==> config.mk <==
export PLATFORM = sky130hd
export DESIGN_NAME = branch_unit
export DESIGN_NICKNAME = d
export VERILOG_FILES = /design/src/source/branch_types_pkg.sv /design/src/source/loongarch_isa_pkg.sv /design/src/source/branch_unit.sv /design/src/source/branch_predictor.sv /design/src/source/branch_alu.sv /design/src/source/branch_decoder.sv
export VERILOG_INCLUDE_DIRS = /design/src /design/src/source
export SDC_FILE = /design/constraint.sdc
export NUM_CORES = 2
export LEC_CHECK = 0
export ABC_AREA = 1
export BUFFER_PORTS_ARGS = -buffer_cell sky130_fd_sc_hd__clkbuf_2
export CAP_MARGIN = 20
export CORE_MARGIN = 2
export CORE_UTILIZATION = 50
export DETAILED_ROUTE_END_ITERATION = 8
export PLACE_DENSITY = 0.69
export SLEW_MARGIN = 20
export SYNTH_ARGS = -nofsm -noshare
export SYNTH_HDL_FRONTEND = slang
export SYNTH_SLANG_ARGS = --single-unit
==> constraint.sdc <==
create_clock -name clk -period 10 [get_ports clk]
set_input_delay 0.5 -clock clk [delete_from_list [all_inputs] [get_ports clk]]
set_output_delay 0.5 -clock clk [all_outputs]
set_load 0.01 [all_outputs]
==> src/source/branch_params.svh <==
`ifndef BRANCH_PARAMS_SVH
`define BRANCH_PARAMS_SVH

// Predictor history table and target buffer share one index.
`define BHT_INDEX_BITS 6
`define BHT_ENTRIES (1 << `BHT_INDEX_BITS)

// Instructions are word aligned, so the index starts above bit 1.
`define BHT_INDEX_LSB 2

// Tag bits sit directly above the index bits.
`define BTB_TAG_BITS 8
`define BTB_TAG_LSB (`BHT_INDEX_LSB + `BHT_INDEX_BITS)

// Counters come out of reset weakly not taken.
`define BHT_INIT_COUNT 2'd1

// Boot vector of the core.
`define BRANCH_RESET_PC 32'h1c00_0000

`endif
==> src/source/branch_types_pkg.sv <==
`default_nettype none

`include "branch_params.svh"

package branch_types_pkg;

    // PC, instruction or operand word.
    typedef logic [31:0] bus32_t;

    // Two-bit saturating counter; 2 and 3 mean taken.
    typedef logic [1:0] bht_count_t;

    localparam bht_count_t CNT_MIN = 2'd0;
    localparam bht_count_t CNT_MAX = 2'd3;

    typedef logic [`BHT_INDEX_BITS-1:0] bht_index_t;
    typedef logic [`BTB_TAG_BITS-1:0] btb_tag_t;

endpackage

`default_nettype wire

==> src/source/loongarch_isa_pkg.sv <==
`default_nettype none

package loongarch_isa_pkg;

    // Major opcode in instruction bits 31 to 26.
    typedef logic [5:0] opcode_t;

    // Immediate fields of the branch formats.
    typedef logic [15:0] offs16_t;
    typedef logic [25:0] offs26_t;

    localparam opcode_t OP_JIRL = 6'h13;
    localparam opcode_t OP_B    = 6'h14;
    localparam opcode_t OP_BL   = 6'h15;
    localparam opcode_t OP_BEQ  = 6'h16;
    localparam opcode_t OP_BNE  = 6'h17;
    localparam opcode_t OP_BLT  = 6'h18;
    localparam opcode_t OP_BGE  = 6'h19;
    localparam opcode_t OP_BLTU = 6'h1a;
    localparam opcode_t OP_BGEU = 6'h1b;

    // Branch operation handed from the decoder to the branch ALU.
    typedef enum logic [3:0] {
        BR_NONE,
        BR_BEQ,
        BR_BNE,
        BR_BLT,
        BR_BGE,
        BR_BLTU,
        BR_BGEU,
        BR_B,
        BR_BL,
        BR_JIRL
    } branch_op_t;

endpackage

`default_nettype wire

==> src/source/branch_unit.sv <==
`default_nettype none

`include "branch_params.svh"

module branch_unit (
    input  logic                      clk,
    input  logic                      reset,
    input  branch_types_pkg::bus32_t  fetch_pc,
    output logic                      pred_taken,
    output branch_types_pkg::bus32_t  pred_target,
    input  logic                      ex_valid,
    input  branch_types_pkg::bus32_t  ex_pc,
    input  branch_types_pkg::bus32_t  ex_inst,
    input  branch_types_pkg::bus32_t  ex_reg1,
    input  branch_types_pkg::bus32_t  ex_reg2,
    input  logic                      ex_pred_taken,
    input  branch_types_pkg::bus32_t  ex_pred_target,
    output logic                      res_flush,
    output branch_types_pkg::bus32_t  res_redirect_pc,
    output logic                      res_link_valid,
    output branch_types_pkg::bus32_t  res_link_value
);

    loongarch_isa_pkg::branch_op_t branch_op;

    logic                     is_branch;
    logic                     flush;
    logic                     upd_taken;
    branch_types_pkg::bus32_t upd_target;
    branch_types_pkg::bus32_t link_value;

    logic                     slot_branch;
    logic                     slot_link;

    logic                     train_en;
    logic                     train_taken;
    branch_types_pkg::bus32_t train_pc;
    branch_types_pkg::bus32_t train_target;

    branch_decoder u_decoder (
        .inst      (ex_inst),
        .branch_op (branch_op)
    );

    branch_alu u_alu (
        .pc          (ex_pc),
        .inst        (ex_inst),
        .reg1        (ex_reg1),
        .reg2        (ex_reg2),
        .branch_op   (branch_op),
        .pred_taken  (ex_pred_taken),
        .pred_target (ex_pred_target),
        .is_branch   (is_branch),
        .flush       (flush),
        .upd_taken   (upd_taken),
        .upd_target  (upd_target),
        .link_value  (link_value)
    );

    // Every resolved branch trains the predictor, B and BL included.
    assign slot_branch = ex_valid && is_branch;
    assign slot_link   = slot_branch && ((branch_op == loongarch_isa_pkg::BR_BL) ||
                                         (branch_op == loongarch_isa_pkg::BR_JIRL));

    always_ff @(posedge clk) begin
        if (reset) begin
            res_flush       <= 1'b0;
            res_link_valid  <= 1'b0;
            train_en        <= 1'b0;
            res_redirect_pc <= `BRANCH_RESET_PC;
        end else begin
            res_flush       <= slot_branch && flush;
            res_link_valid  <= slot_link;
            train_en        <= slot_branch;
            res_redirect_pc <= upd_target;
        end
    end

    always_ff @(posedge clk) begin
        res_link_value <= link_value;
        train_pc       <= ex_pc;
        train_taken    <= upd_taken;
        train_target   <= upd_target;
    end

    branch_predictor u_predictor (
        .clk          (clk),
        .reset        (reset),
        .fetch_pc     (fetch_pc),
        .pred_taken   (pred_taken),
        .pred_target  (pred_target),
        .train_en     (train_en),
        .train_taken  (train_taken),
        .train_pc     (train_pc),
        .train_target (train_target)
    );

endmodule

`default_nettype wire

==> src/source/branch_predictor.sv <==
`default_nettype none

`include "branch_params.svh"

module branch_predictor (
    input  logic                      clk,
    input  logic                      reset,
    input  branch_types_pkg::bus32_t  fetch_pc,
    output logic                      pred_taken,
    output branch_types_pkg::bus32_t  pred_target,
    input  logic                      train_en,
    input  logic                      train_taken,
    input  branch_types_pkg::bus32_t  train_pc,
    input  branch_types_pkg::bus32_t  train_target
);

    branch_types_pkg::bht_count_t bht [`BHT_ENTRIES];
    logic [`BHT_ENTRIES-1:0]      btb_valid;
    branch_types_pkg::btb_tag_t   btb_tag [`BHT_ENTRIES];
    branch_types_pkg::bus32_t     btb_target [`BHT_ENTRIES];

    branch_types_pkg::bht_index_t fetch_idx;
    branch_types_pkg::btb_tag_t   fetch_tag;
    branch_types_pkg::bht_index_t train_idx;
    branch_types_pkg::btb_tag_t   train_tag;

    logic fetch_hit;

    assign fetch_idx = fetch_pc[`BHT_INDEX_LSB +: `BHT_INDEX_BITS];
    assign fetch_tag = fetch_pc[`BTB_TAG_LSB +: `BTB_TAG_BITS];
    assign train_idx = train_pc[`BHT_INDEX_LSB +: `BHT_INDEX_BITS];
    assign train_tag = train_pc[`BTB_TAG_LSB +: `BTB_TAG_BITS];

    // Lookup is combinational so fetch gets its answer in the same cycle.
    assign fetch_hit   = btb_valid[fetch_idx] && (btb_tag[fetch_idx] == fetch_tag);
    assign pred_taken  = fetch_hit && bht[fetch_idx][1];
    assign pred_target = pred_taken ? btb_target[fetch_idx] : fetch_pc + 32'd4;

    always_ff @(posedge clk) begin
        if (reset) begin
            for (int i = 0; i < `BHT_ENTRIES; i++) begin
                bht[i] <= `BHT_INIT_COUNT;
            end
            btb_valid <= '0;
        end else if (train_en) begin
            if (train_taken) begin
                if (bht[train_idx] != branch_types_pkg::CNT_MAX) begin
                    bht[train_idx] <= bht[train_idx] + 2'd1;
                end
                btb_valid[train_idx] <= 1'b1;
            end else begin
                if (bht[train_idx] != branch_types_pkg::CNT_MIN) begin
                    bht[train_idx] <= bht[train_idx] - 2'd1;
                end
            end
        end
    end

    // Tag and target are only meaningful behind a valid bit.
    always_ff @(posedge clk) begin
        if (train_en && train_taken) begin
            btb_tag[train_idx]    <= train_tag;
            btb_target[train_idx] <= train_target;
        end
    end

endmodule

`default_nettype wire

==> src/source/branch_alu.sv <==
`default_nettype none

module branch_alu (
    input  branch_types_pkg::bus32_t       pc,
    input  branch_types_pkg::bus32_t       inst,
    input  branch_types_pkg::bus32_t       reg1,
    input  branch_types_pkg::bus32_t       reg2,
    input  loongarch_isa_pkg::branch_op_t  branch_op,
    input  logic                           pred_taken,
    input  branch_types_pkg::bus32_t       pred_target,
    output logic                           is_branch,
    output logic                           flush,
    output logic                           upd_taken,
    output branch_types_pkg::bus32_t       upd_target,
    output branch_types_pkg::bus32_t       link_value
);

    loongarch_isa_pkg::offs16_t offs16;
    loongarch_isa_pkg::offs26_t offs26;

    branch_types_pkg::bus32_t off16_ext;
    branch_types_pkg::bus32_t off26_ext;
    branch_types_pkg::bus32_t pc_plus4;
    branch_types_pkg::bus32_t target;

    logic eq;
    logic lt_signed;
    logic lt_unsigned;
    logic taken;

    // The 26-bit offset keeps its high part in bits 9 to 0.
    assign offs16 = inst[25:10];
    assign offs26 = {inst[9:0], inst[25:10]};

    assign off16_ext = {{14{offs16[15]}}, offs16, 2'b00};
    assign off26_ext = {{4{offs26[25]}}, offs26, 2'b00};

    assign pc_plus4   = pc + 32'd4;
    assign link_value = pc_plus4;

    assign eq          = (reg1 == reg2);
    assign lt_signed   = ($signed(reg1) < $signed(reg2));
    assign lt_unsigned = (reg1 < reg2);

    assign is_branch = (branch_op != loongarch_isa_pkg::BR_NONE);

    always_comb begin
        taken  = 1'b0;
        target = pc + off16_ext;
        case (branch_op)
            loongarch_isa_pkg::BR_BEQ: begin
                taken = eq;
            end
            loongarch_isa_pkg::BR_BNE: begin
                taken = !eq;
            end
            loongarch_isa_pkg::BR_BLT: begin
                taken = lt_signed;
            end
            loongarch_isa_pkg::BR_BGE: begin
                taken = !lt_signed;
            end
            loongarch_isa_pkg::BR_BLTU: begin
                taken = lt_unsigned;
            end
            loongarch_isa_pkg::BR_BGEU: begin
                taken = !lt_unsigned;
            end
            loongarch_isa_pkg::BR_B, loongarch_isa_pkg::BR_BL: begin
                taken  = 1'b1;
                target = pc + off26_ext;
            end
            loongarch_isa_pkg::BR_JIRL: begin
                taken  = 1'b1;
                target = reg1 + off16_ext;
            end
            default: begin
                taken = 1'b0;
            end
        endcase
    end

    // Compare the outcome against what fetch guessed.
    always_comb begin
        case ({is_branch, taken, pred_taken})
            3'b111: begin
                flush = (pred_target != target);
            end
            3'b110, 3'b101: begin
                flush = 1'b1;
            end
            default: begin
                flush = 1'b0;
            end
        endcase
    end

    // Actual next PC; a not-taken branch falls through.
    assign upd_taken  = is_branch && taken;
    assign upd_target = upd_taken ? target : pc_plus4;

endmodule

`default_nettype wire

==> src/source/branch_decoder.sv <==
`default_nettype none

module branch_decoder (
    input  branch_types_pkg::bus32_t       inst,
    output loongarch_isa_pkg::branch_op_t  branch_op
);

    loongarch_isa_pkg::opcode_t opcode;

    assign opcode = inst[31:26];

    // Only the major opcode matters for the branch formats.
    always_comb begin
        case (opcode)
            loongarch_isa_pkg::OP_JIRL: begin
                branch_op = loongarch_isa_pkg::BR_JIRL;
            end
            loongarch_isa_pkg::OP_B: begin
                branch_op = loongarch_isa_pkg::BR_B;
            end
            loongarch_isa_pkg::OP_BL: begin
                branch_op = loongarch_isa_pkg::BR_BL;
            end
            loongarch_isa_pkg::OP_BEQ: begin
                branch_op = loongarch_isa_pkg::BR_BEQ;
            end
            loongarch_isa_pkg::OP_BNE: begin
                branch_op = loongarch_isa_pkg::BR_BNE;
            end
            loongarch_isa_pkg::OP_BLT: begin
                branch_op = loongarch_isa_pkg::BR_BLT;
            end
            loongarch_isa_pkg::OP_BGE: begin
                branch_op = loongarch_isa_pkg::BR_BGE;
            end
            loongarch_isa_pkg::OP_BLTU: begin
                branch_op = loongarch_isa_pkg::BR_BLTU;
            end
            loongarch_isa_pkg::OP_BGEU: begin
                branch_op = loongarch_isa_pkg::BR_BGEU;
            end
            default: begin
                branch_op = loongarch_isa_pkg::BR_NONE;
            end
        endcase
    end

endmodule

`default_nettype wire

==> run summary <==
Routability Congestion -> 0.963
vias in the first global route -> 83,300
most common cell after layout, fill and taps aside -> edfxtp_1
min Tclk post-route -> 6.22 ns
Required @ worst endpoint -> 9.50 ns
dpl ws -> 3.50 ns
die area -> 245,000 µm²
Seq cells post-synth -> 2,866
Synth Area in Compound Gates -> 12.1%
Netlist cell types -> 54
Worst-Skew Late Latency -> 0.96 ns
largest net degree at the start of global routing -> 198
critical path's top delay family -> buffers and inverters
largest family of logic cells by synthesized area -> simple AND/OR/NAND/NOR gates
Post-synth EDFFs -> 2,688
Max-Cap Viols -> 0
Lkg Pwr -> 46.4 nW
Top cell by count, worst path -> nand2_1
RSZ-0062 raised after global routing -> false
clk root buf -> clkbuf_16
synthesized instance count -> 10,400
first-pass GRT wire length -> 552,000 µm
Rows -> 180
clock sinks -> 2,866
# IOs -> 295
clock share of power -> 40.5%
Clock Path Buffers -> 4
Simple-Gate Fraction of Synth Area -> 12.4%
placed instance count -> 13,400
CP Data Arrival Time -> 5.72 ns
total congestion overflow -> 0
IO buf count -> 294
Finished Cell Area -> 134,000 µm²
mux cell area share after synthesis -> 0%
Async S/R FF share, synth -> 0%
Area contributors post-synth -> edfxtp_1, o21ai_0, nor2_1
Seq/Total Area, Yosys -> 70.1%
layout cell share with drive strength beyond 1 -> 9.54%
Critical Path, Cell by Cell -> buf_8, inv_8, buf_4, o21ai_0, o211ai_1, nand3_1, nand4_1, nand2_1, inv_1, nand2_1, xor2_1, nand2_1, nor2_2, nand3_4, o21ai_1, clkbuf_2
area growth from synthesis to final layout -> 11.6%
Yosys warning count -> 0
Horiz. Die Dim -> 494 µm
Final Hold Viols -> 0
FMAX -> 161 MHz
initial antenna violation count -> 17
Combinational Power Share -> 8.2%
Tightest Pin Transition -> 1.24 ns
P_int -> 20.1 mW
number of DRC markers in iteration 0 -> 13,300
final setup margin -> 3.78 ns
Setup TNS -> 0 ns
Worst R2R Setup Slack -> 5.20 ns
Max H-tree Level -> 5
Resize count post-CTS -> 0
Post-Syn Nets -> 10,700
Startpoint Class -> input port
Synth top area share -> 67.1%
CTS Buf Count -> 305
residual DRC count -> 0
ys flop type -> edfxtp_1
kind of critical path -> input port to primary output
Fin Clk Skew -> 0.0575 ns
DPL Wire Length -> 213,000 µm
Slew Viols, Final -> 0
Buf/Inv on CP -> 5
ANT nets after route -> 0
Hold WC Path Type -> input port to flop
share of power burned in registers -> 51.3%
# nets final -> 10,800
vias -> 87,500
die height -> 494 µm
status -> finished, final reports clean
Slowest Stage Delay on Critical Path -> 0.89 ns
final setup vio count -> 0
drt total wl -> 385,000 µm
Synth area leader -> edfxtp_1
fin crit share -> 62.2%
Power Density -> 197 nW/µm²
Overall Global Routing Usage -> 30.7%
WL/cell -> 27.6 µm
Reg clk slew, reported paths -> 0.05 ns
Fill cells -> 19,400
Via density -> 6.28
switching power -> 6.32 mW
CP Capture Type -> primary output
Starting Density -> 50.2%
DRT Pass-1 Iters -> 9
Critical-path top delay cell -> buf_4
Worst IR Drop VDD -> 176 µV
CTS tree -> built
Non-Filler Instances -> 13,900
slew margin rel. -> 16.9%
most frequent cells in the layout -> edfxtp_1, nor2_1, o21ai_0
Mapped Avg Cell Area -> 11.6 µm²
Switching Share -> 23.9%
Power Total -> 26.4 mW
Placed Area -> 124,000 µm²
Synth Area in XOR/XNOR -> 0.451%
Worst Path Max Fanout -> 155
core area -> 240,000 µm²
synthesized area -> 120,000 µm²
synthesized-area fraction occupied by adder cells -> 1.04%
==> worst paths after layout <==
check                                          startpoint                         to  cells after the start
worst max-delay path                          fetch_pc[2]            pred_target[25]                     16
worst max register to register                train_pc[3]     u_predictor.bht[50][1]                     15
worst min register to register  u_predictor.btb_valid[29]  u_predictor.btb_valid[29]                      2
worst min-delay path                   ex_pred_target[17]                  res_flush                      7
==> metal layers <==
metal	wire length [µm]	track usage (%)	part of all wire, %	vias to the layer above
li1	-	-	-	37900
met1	144000	41.5	37	42800
met2	175000	47.5	45	5712
met3	44300	5.93	12	1036
met4	21600	15.5	5.6	12
met5	233	0.470	0.061	-
==> flip-flops by register name, summed over array words and instances, names as in the netlist <==
signal / flops
train_target: 32
train_en: 1
train_pc: 16
u_predictor.btb_target: 2048
u_predictor.bht: 128
res_redirect_pc: 32
res_flush: 1
u_predictor.btb_valid: 64
u_predictor.btb_tag: 512
res_link_value: 30
train_taken: 1
res_link_valid: 1
==> power by group through the flow <==
| stage | clock, mW | combinational [mW] | sequential [mW] |
|---|---|---|---|
| floorplan | 0 | 1.11 | 13.8 |
| global placement | 0 | 2.04 | 13.8 |
| detailed placement | 0 | 2.08 | 13.8 |
| CTS | 10.7 | 2.10 | 13.5 |
| global route | 11.2 | 2.30 | 13.5 |
| finish | 10.7 | 2.16 | 13.5 |
==> area by class of cell <==
| cell class | instances | area (µm²) | share of cell area [%] |
|---|---|---|---|
| flip-flops and latches | 2866 | 84400 | 62.9 |
| multi-input cells | 6372 | 31300 | 23.4 |
| clock buffers | 390 | 8130 | 6.06 |
| well taps | 3185 | 3990 | 2.97 |
| repair buffers | 504 | 3390 | 2.53 |
| inverters | 474 | 1820 | 1.35 |
| clock inverters | 137 | 1130 | 0.842 |
| diodes | 10 | 25.0 | 0.0186 |
==> repair_timing <==
item,in CTS,in global routing
hold buffers,39,0
endpoints found under the hold margin,45,0
buffers inserted,0,0
==> worst reg2reg max path, delay by kind of cell, from the launching register on <==
family	cells	cell delay, ns
AOI/OAI and AO/OA	1	0.46
buffers and inverters	3	1.26
DFF	1	0.53
and+or+nand+nor	11	2.27
==> stage by stage <==
step / util, % / hold WS (ns)
floorplan: - / 0.435
detailed placement: 51.9 / 0.451
finish: 55.9 / 0.0733
global placement: 51.9 / 0.442
CTS: 55.9 / 0.0481
global route: 55.9 / 0.106
==> cell families after synthesis <==
| logic type | Yosys count |
|---|---|
| compound gates | 2528 |
| xor+xnor | 62 |
| fa+ha+maj | 99 |
| buf+inv | 1130 |
| flops | 2866 |
| simple gates | 3683 |
==> synth_stat cells, drive strengths merged (11+ instances only) <==
cell type	instances
edfxtp	2688
nor2	1721
o21ai	1409
nand2	1280
nand3	543
inv	473
o22ai	409
clkbuf	376
buf	280
a21oi	260
o221ai	198
dfxtp	178
o211ai	127
ha	97
nand4	56
xor2	51
a31oi	37
nor3	36
nand3b	25
a221oi	20
o21a	12
a22o	11
a22oi	11
xnor2	11
No activity file was read; power rests on OpenSTA's default activity.
